--- src/rtl/cache_pkg.sv ---
`default_nettype none

////////////////////////////////////////////////////////////////////////////
// Cache and main memory geometry
////////////////////////////////////////////////////////////////////////////

package cache_pkg;

	// One line holds four 32-bit words
	localparam int LINE_BITS = 128;

	// Direct-mapped, four lines
	localparam int CACHE_LINES = 4;

	// Byte offset within a line
	localparam int OFFSET_BITS = 4;

	// Line index into the cache
	localparam int INDEX_BITS = 2;

	// Whatever is left of the byte address
	localparam int TAG_BITS = 32 - INDEX_BITS - OFFSET_BITS;

	// Main memory size in lines, aliases above 4 KiB
	localparam int MEM_LINES = 256;
	localparam int MEM_INDEX_BITS = $clog2(MEM_LINES);

	// Cycles from a request being seen to its ack
	localparam int MEM_LATENCY = 3;
	localparam int LAT_BITS = $clog2(MEM_LATENCY + 1);

	////////////////////////////////////////////////////////////////////////
	// Vector types
	////////////////////////////////////////////////////////////////////////

	typedef logic [31:0] addr_t;
	typedef logic [31:0] word_t;
	typedef logic [7:0] byte_t;
	typedef logic [LINE_BITS-1:0] line_t;
	typedef logic [TAG_BITS-1:0] tag_t;
	typedef logic [INDEX_BITS-1:0] index_t;

	// Line slot inside the main memory
	typedef logic [MEM_INDEX_BITS-1:0] mem_index_t;

	// Memory latency down-counter
	typedef logic [LAT_BITS-1:0] lat_count_t;

	////////////////////////////////////////////////////////////////////////
	// Miss handling FSM
	////////////////////////////////////////////////////////////////////////

	typedef enum logic [1:0] {
		CACHE_IDLE,
		CACHE_EVICT,
		CACHE_FILL,
		CACHE_RETRY
	} cache_state_t;

endpackage

`default_nettype wire
--- src/rtl/cache_direct.sv ---
`timescale 1ns/1ns
`default_nettype none

////////////////////////////////////////////////////////////////////////////
// Direct-mapped write-back data cache
////////////////////////////////////////////////////////////////////////////

module cache_direct (
	input wire logic clk,
	input wire logic reset,
	// Requester side
	input wire cache_pkg::addr_t addr,
	input wire logic read_write,
	input wire logic master_enable,
	input wire logic byte_enable,
	input wire cache_pkg::word_t data_in,
	output cache_pkg::word_t data_out,
	output logic hit,
	// Memory write channel
	output logic mem_write_req,
	output cache_pkg::addr_t mem_write_addr,
	output cache_pkg::line_t mem_write_data,
	input wire logic mem_write_ack,
	// Memory read channel
	output logic mem_read_req,
	output cache_pkg::addr_t mem_read_addr,
	input wire cache_pkg::line_t mem_read_data,
	input wire logic mem_read_ack
);

	import cache_pkg::*;

	// Address fields, tag | index | offset
	tag_t addr_tag;
	index_t addr_index;
	logic [OFFSET_BITS-1:0] addr_offset;
	logic [OFFSET_BITS-3:0] word_sel;

	// Fill target taken from the outstanding read
	tag_t fill_tag;
	index_t fill_index;

	// Storage
	tag_t tags [CACHE_LINES];
	line_t lines [CACHE_LINES];
	logic [CACHE_LINES-1:0] valid_bits;
	logic [CACHE_LINES-1:0] dirty_bits;

	cache_state_t state;

	logic hit_int;
	logic request_open;
	logic lookup_hit;
	logic lookup_miss;
	logic victim_dirty;
	word_t line_word;
	byte_t line_byte;

	assign addr_tag = addr[31 -: TAG_BITS];
	assign addr_index = addr[OFFSET_BITS +: INDEX_BITS];
	assign addr_offset = addr[OFFSET_BITS-1:0];
	assign word_sel = addr_offset[OFFSET_BITS-1:2];

	assign fill_tag = mem_read_addr[31 -: TAG_BITS];
	assign fill_index = mem_read_addr[OFFSET_BITS +: INDEX_BITS];

	// Tag compare against the indexed line
	assign hit_int = valid_bits[addr_index] && (tags[addr_index] == addr_tag);

	// The cycle holding hit still sees the old request, so skip it
	assign request_open = master_enable && !hit && (state == CACHE_IDLE);
	assign lookup_hit = request_open && hit_int;
	assign lookup_miss = request_open && !hit_int;

	assign victim_dirty = valid_bits[addr_index] && dirty_bits[addr_index];

	// Little-endian lane select
	assign line_word = lines[addr_index][word_sel*32 +: 32];
	assign line_byte = lines[addr_index][addr_offset*8 +: 8];

	////////////////////////////////////////////////////////////////////////
	// Control: FSM, request strobes, valid and dirty bits
	////////////////////////////////////////////////////////////////////////

	always_ff @(posedge clk) begin
		if (reset) begin
			state <= CACHE_IDLE;
			hit <= 1'b0;
			mem_write_req <= 1'b0;
			mem_read_req <= 1'b0;
			valid_bits <= '0;
			dirty_bits <= '0;
		end else begin
			hit <= 1'b0;
			case (state)
				CACHE_IDLE: begin
					if (lookup_hit) begin
						hit <= 1'b1;
						if (!read_write) begin
							dirty_bits[addr_index] <= 1'b1;
						end
					end else if (lookup_miss) begin
						// Write back a dirty victim before the fill
						if (victim_dirty) begin
							mem_write_req <= 1'b1;
							state <= CACHE_EVICT;
						end else begin
							mem_read_req <= 1'b1;
							state <= CACHE_FILL;
						end
					end
				end
				CACHE_EVICT: begin
					if (mem_write_ack) begin
						mem_write_req <= 1'b0;
						mem_read_req <= 1'b1;
						state <= CACHE_FILL;
					end
				end
				CACHE_FILL: begin
					if (mem_read_ack) begin
						mem_read_req <= 1'b0;
						valid_bits[fill_index] <= 1'b1;
						dirty_bits[fill_index] <= 1'b0;
						state <= CACHE_RETRY;
					end
				end
				// Next cycle the lookup is a hit
				CACHE_RETRY: state <= CACHE_IDLE;
				default: state <= CACHE_IDLE;
			endcase
		end
	end

	////////////////////////////////////////////////////////////////////////
	// Data path: line storage, lane merge, memory addresses
	////////////////////////////////////////////////////////////////////////

	always_ff @(posedge clk) begin
		if (lookup_hit) begin
			if (read_write) begin
				data_out <= byte_enable ? word_t'(line_byte) : line_word;
			end else if (byte_enable) begin
				lines[addr_index][addr_offset*8 +: 8] <= data_in[7:0];
				data_out <= word_t'(data_in[7:0]);
			end else begin
				lines[addr_index][word_sel*32 +: 32] <= data_in;
				data_out <= data_in;
			end
		end

		// Victim goes back to its own line address
		if (lookup_miss) begin
			mem_write_addr <= {tags[addr_index], addr_index, {OFFSET_BITS{1'b0}}};
			mem_write_data <= lines[addr_index];
			mem_read_addr <= {addr_tag, addr_index, {OFFSET_BITS{1'b0}}};
		end

		if (state == CACHE_FILL && mem_read_ack) begin
			lines[fill_index] <= mem_read_data;
			tags[fill_index] <= fill_tag;
		end
	end

	////////////////////////////////////////////////////////////////////////
	// Checks
	////////////////////////////////////////////////////////////////////////

	// Only one memory channel busy at a time
	assert property (@(posedge clk) disable iff (reset)
		!(mem_write_req && mem_read_req));

	// A completion always answers an enabled request
	assert property (@(posedge clk) disable iff (reset)
		hit |-> $past(master_enable));

endmodule

`default_nettype wire

--- config.mk ---
export PLATFORM = sky130hd
export DESIGN_NAME = cache_direct
export DESIGN_NICKNAME = d
export VERILOG_FILES = /design/src/rtl/cache_pkg.sv /design/src/rtl/cache_direct.sv
export SDC_FILE = /design/constraint.sdc
export NUM_CORES = 1
export LEC_CHECK = 0
export ABC_CLOCK_PERIOD_IN_PS = 7470
export BUFFER_PORTS_ARGS = -buffer_cell sky130_fd_sc_hd__buf_4
export CORE_AREA = 2 2 325 327
export CTS_CLUSTER_SIZE = 20
export DETAILED_ROUTE_END_ITERATION = 10
export DIE_AREA = 0 0 327 329
export GPL_TIMING_DRIVEN = 0
export PLACE_DENSITY_LB_ADDON = 0.05
export SLEW_MARGIN = 5
export SYNTH_ARGS = -nofsm -noshare
export SYNTH_HDL_FRONTEND = slang
export SYNTH_SLANG_ARGS = --single-unit
--- constraint.sdc ---
create_clock -name clk -period 7.47 [get_ports clk]
set_clock_uncertainty 0.05 [all_clocks]
set_input_delay 0.3735 -clock clk [delete_from_list [all_inputs] [get_ports clk]]
set_output_delay 0.3735 -clock clk [all_outputs]
set_load 0.02 [all_outputs]
# Yosys cells after proc, flatten, opt, wreduce, memory -nomap -nowiden
# Memories as Yosys holds them, arrays and structs flattened.
# Index checks and enable logic that the tools add are counted.
# word_totals
reg_bits,229
ramBits,616
inputBits,199
output_inout_bits,227
wordCells,365
mem_count,2
# classes
addsub,2
order_cmp,4
eq_ne,12
shift,6
n_mux,174
n_bitwise,133
reduce_logical,22
# memory_table
name,words,width,read_ports,rd_ports_with_merged_regs,write_ports,line_no,text
lines,4,128,1,0,1,cache_direct.sv:45,line_t lines [CACHE_LINES];
tags,4,26,1,0,1,cache_direct.sv:44,tag_t tags [CACHE_LINES];
# ops
operator,n
$mux 128,4
$mux 1,150
$or 1x1->1,128
$reduce_or 128->1,1
$shift 32x34->128 const A,1
$shift 8x34->128 const A,1
$shiftx 128x8->32,1
$shiftx 128x8->8,1
$shiftx 32x34->128,1
$shiftx 8x34->128,1
$mux 32,3
$neg 7->34,2
$eq 26x26->1,1
$ne 2x2->1 const B,8
$mux 2,6
$mux 4,3
$logic_and 1x1->1,9
$or 4x4->4,2
$pmux 2 s4,1
$pmux 4 s2,1
$reduce_and 4->1,2
$lt 2x3->1 const B,2
$reduce_and 6->1,1
$reduce_and 5->1,1
other kinds (16),22

# Logic depth before layout (Yosys ltp)
# logic_depth
depth_word,8
mapped_depth,14
ltp_nobuf,9

# Worst setup path before layout
# Ideal clock, no wire load.
# synth_path
path_type,input to register
from,input addr[4]
to,"register mem_read_addr[10], enable pin"
setup_ps,558
arrival_time_ps,5867
required_ps,6862
setup_slack_ps,995
stages,8
path_buffers,2
cell_sequence,buf_2 > buf_6 > mux4_2 > xnor2_1 > and4_1 > o221a_2 > nand3_1 > o21a_1
# synth_via
elab_chain_cells,5
word_cells_on_any_way,7
cone_classes,eq/ne (1); mux (2); reduce/logical (3); memory (1)
# synth_rtl
element,line_no,text
start: declaration,cache_direct.sv:12,"input wire cache_pkg::addr_t addr,"
$mem_v2 4x26 / $bmux 1 s2 (equally long branches),n/a,
$eq 26x26->1 / $mux 1 (equally long branches),cache_direct.sv:68,assign hit_int = valid_bits[addr_index] && (tags[addr_index] == addr_tag);
$logic_and 1x1->1 *,cache_direct.sv:68,
$logic_not 1->1 *,cache_direct.sv:73,assign lookup_miss = request_open && !hit_int;
$logic_and 1x1->1 *,cache_direct.sv:73,
net lookup_miss,cache_direct.sv:54,logic lookup_miss;
end signal: assignment,cache_direct.sv:156,"mem_read_addr <= {addr_tag, addr_index, {OFFSET_BITS{1'b0}}};"
end: declaration,cache_direct.sv:26,"output cache_pkg::addr_t mem_read_addr,"
# The timed path passes the listed nets; every way through them passes the cells marked *. The select of a mux whose other input is x is not followed.
# A chain may end at the register's enable or synchronous reset.

# Final worst setup path
# layout_path
from,input addr[5]
to,"memory lines[3][115] (netlist bit), enable pin"
# layout_via
elab_chain_cells,8
word_cells_on_any_way,13
cone_classes,eq/ne (1); mux (8); bitwise (1); reduce/logical (2); memory (1)
# layout_rtl
element,line_no,text
$mem_v2 4x26 / $bmux 1 s2 (equally long branches),n/a,
$eq 26x26->1 / $mux 1 (equally long branches),cache_direct.sv:68,
$logic_and 1x1->1,cache_direct.sv:68,
$logic_and 1x1->1,cache_direct.sv:72,assign lookup_hit = request_open && hit_int;
$mux 1,cache_direct.sv:140,if (lookup_hit) begin
"$mux 128, on equally long branches","cache_direct.sv:144, cache_direct.sv:147",
$or 1x1->1 (no source line),n/a,
$mux 128 (no source line),n/a,
end: declaration,cache_direct.sv:45,
# Parallel ways exist; a longest one is shown, timed or not. The select of a mux whose other input is x is not followed.

==> key figures <==
Floorplan
  – Initial Utilization: 0.347
  – Core Rows: 119
  – Die Wd: about 330 um
  – Die area: 108000 sq um
  – I/O pin count: 426
  – Die Height: 329 um
  – Core area: 104000 sq um

Setup path
  – WS Path Type: primary input to flip-flop
  – R2R depth: 8
  – Crit path required time: between 7 and 8 ns
  – Crit end category: flip-flop
  – CP Launch Type: primary input
  – Crit Path Max Fanout: 10
  – CP arrival: 6.80 ns

Yosys
  – Unique cell type count in the Yosys netlist: 62
  – Syn_area_per_cell: 16.6 sq um
  – Mapped cell area: around 36000 sq um
  – Seq/Total Area, Yosys: 0.695
  – Synth Flop Type: edfxtp_1
  – Register bit total from synthesis: 843
  – Synth top cells by count: edfxtp_1 (830), nand2_1 (226), mux4_2 (202), nand3_1 (129), a21oi_1 (108)
  – Yosys warns: 0
  – Count leader, synth: edfxtp_1
  – Mapped Cells: 2175
  – Fraction of registers with async set/reset: 0
  – Post-synth top area share: 0.688
  – Top cells by area, synth: edfxtp_1 (69%), mux4_2 (13%), nand2_1 (2.3%)
  – Largest area contributor in the netlist: edfxtp_1
  – Number of flops mapped to enable cells by yosys: 830

Final layout
  – Area of the multi-input gates: between 10000 and 15000 sq um
  – Area Overhead vs Synth: 23.2%
  – Layout Nets: 2948
  – Sequential Area: approximately 25000 sq um
  – Filler instances: 9546
  – Share of layout cells above drive strength 1: 0.303
  – Core Util, Final: 0.427

Clock tree
  – Bufs on Longest Clock Path: 3
  – CTS tree: yes
  – Post-CTS sizing: 0
  – # H-tree levels: 3
  – Clock latency on the worst-skew pair: 0.68 ns
  – CTS root buf: clkbuf_16
  – CTS sink count: 843
  – Post-CTS setup buffers: 0
  – Clock-pin slew on the worst setup and hold paths: 0.07 ns
  – Number of buffers created by CTS: 94

Route
  – DR vias: ~24000
  – Drt first pass iters: 6
  – Drt via density: 5.68
  – Antenna viol nets, final: 0
  – Drt drc: 0
  – Final wirelength: 142000 um
  – DR WL/cell: 33.9 um
  – Initial drt markers: 2763

STA
  – Worst-Margin Slew: 1.45 ns
  – FMAX: 152 MHz
  – Final worst-path cycle share: 0.882
  – Worst Hold Slack: around 0.032 ns
  – Slew Viols, Final: 0
  – Fin worst setup slack: between 0.8 and 0.9 ns
  – Relative max-transition margin: 0.0301
  – RSZ-0062 raised after global routing: false
  – Final Hold Viols: 0
  – Endpoints failing setup: 0
  – Tmin final: approximately 6.6 ns

Outcome
  – Status: completed

Pwr
  – Pwr dens: 285 nW/um^2
  – P_leak: 15.6 nW
  – Peak VDD IR: around 0.00015 V
  – Final Total Pwr: approximately 13 mW

GRT
  – Antenna violations before repair: 23
  – GRT Overall Usage: 0.261
  – Congestion Overflow GR: 0
  – Largest net degree at the start of global routing: 59
  – Number of global-route vias before repair: 23605
  – First-pass GRT wire length: 192000 um

Placed design
  – Hpwl dp: approximately 110000 um
  – Gp weighted congestion: 0.932
  – # port buffers: 417
  – Pre-CTS WS: about 0.94 ns

Hold path
  – Hold path cells: 3
  – Worst hold path class: primary input to flip-flop

Flow run
  – # Max-Cap Violations: 0
## through the flow
stage / cells / setup TNS, ns / instance area (sq um)
floorplan: 2182 / 0 / 36200
global placement: 3990 / -539.20 / 41100
detailed placement: 3999 / 0 / 41300
CTS: 4201 / 0 / 44600
global route: 4201 / 0 / 44600
finish: 4208 / 0 / 44600
## worst max-delay path, stage by stage
cell and delay (ns):
dlygate4sd3_1 0.52, buf_4 0.11, buf_2 0.23, buf_6 0.21, buf_6 0.22, buf_2 0.38
buf_1 1.06, clkbuf_1 0.92, inv_1 0.25, nor2_1 0.28, a21oi_1 0.46, clkbuf_1 0.58
a21oi_1 1.11
## kinds of logic after synthesis
logic type | share of synthesized area
DFF | 0.695
adders and majority gates | 0.00449
and+or+nand+nor | 0.0821
other | 0.000104
muxes | 0.148
AOI/OAI and AO/OA | 0.0420
buffers and inverters | 0.0224
xor gates and xnor gates | 0.00508
## layout by cell type (no fill, tap or decap), drive strengths merged, types with 5 or more instances in the layout
cell	n
mux2i	79
a31oi	11
a221oi	8
xnor2	18
o22ai	6
o31ai	25
nand3	129
inv	15
buf	498
clkinvlp	5
nor4	11
conb	8
edfxtp	830
nand4	54
bufinv	8
or3	45
and4	6
nor2	87
nand2	226
clkinv	48
clkbuf	192
a211oi	13
diode	7
o21ai	7
and2	14
dlygate4sd3	32
ha	13
mux4	202
a22o	9
and3	5
a21oi	108
a21o	30
nand2b	5
dfxtp	13
nor3	10
## area by class of cell
cell class | instances | share of cell area
multi-input combinational | 1169 | 0.230
antenna | 7 | 0.000393
clock inverter | 61 | 0.0116
clock buffer | 109 | 0.0544
timing repair buffer | 458 | 0.0816
inverter | 15 | 0.00126
tap | 1391 | 0.0390
sequential | 843 | 0.564
buffer | 155 | 0.0169
## worst paths after layout
| path | startpoint | endpoint | slack, ns |
|---|---|---|---|
| worst min register to register | valid_bits[1]$_SDFFE_PP0P_ | valid_bits[1]$_SDFFE_PP0P_ | 0.43 |
| worst max register to register | state[0]$_SDFFE_PP0P_ | lines[3][115]$_DFFE_PP_ | 2.36 |
| worst max-delay path | addr[5] | lines[3][115]$_DFFE_PP_ | 0.88 |
| worst min-delay path | mem_read_data[22] | lines[1][22]$_DFFE_PP_ | 0.03 |
## where the power goes
part,internal [mW],switching [mW],total [mW],leakage (nW)
clock network,2.60,1.88,4.48,1.45
logic,0.721,1.62,2.34,6.36
registers,5.78,0.125,5.90,7.81
total,9.10,3.63,12.7,15.6
## metal layers
layer	part of all wire	GRT usage	routed length [um]	vias to the layer above
li1	-	-	-	9856
met1	0.39	0.341	56000	12425
met2	0.47	0.421	67400	1276
met3	0.086	0.0586	12300	314
met4	0.047	0.112	6690	20
met5	0.00084	0	120	-
## repair_timing
item                                    in CTS  in global routing
endpoints found under the setup margin       0                  0
endpoints found under the hold margin       37                  0
hold buffers                                32                  0
## flip-flops by register name, indices dropped and copies added (netlist names)
signal          count
state               2
mem_write_addr     26
tags              104
hit                 1
mem_read_req        1
mem_write_req       1
mem_read_addr      28
dirty_bits          4
mem_write_data    128
data_out           32
valid_bits          4
lines             512
Note: power is estimated with default switching activity, not from simulation.
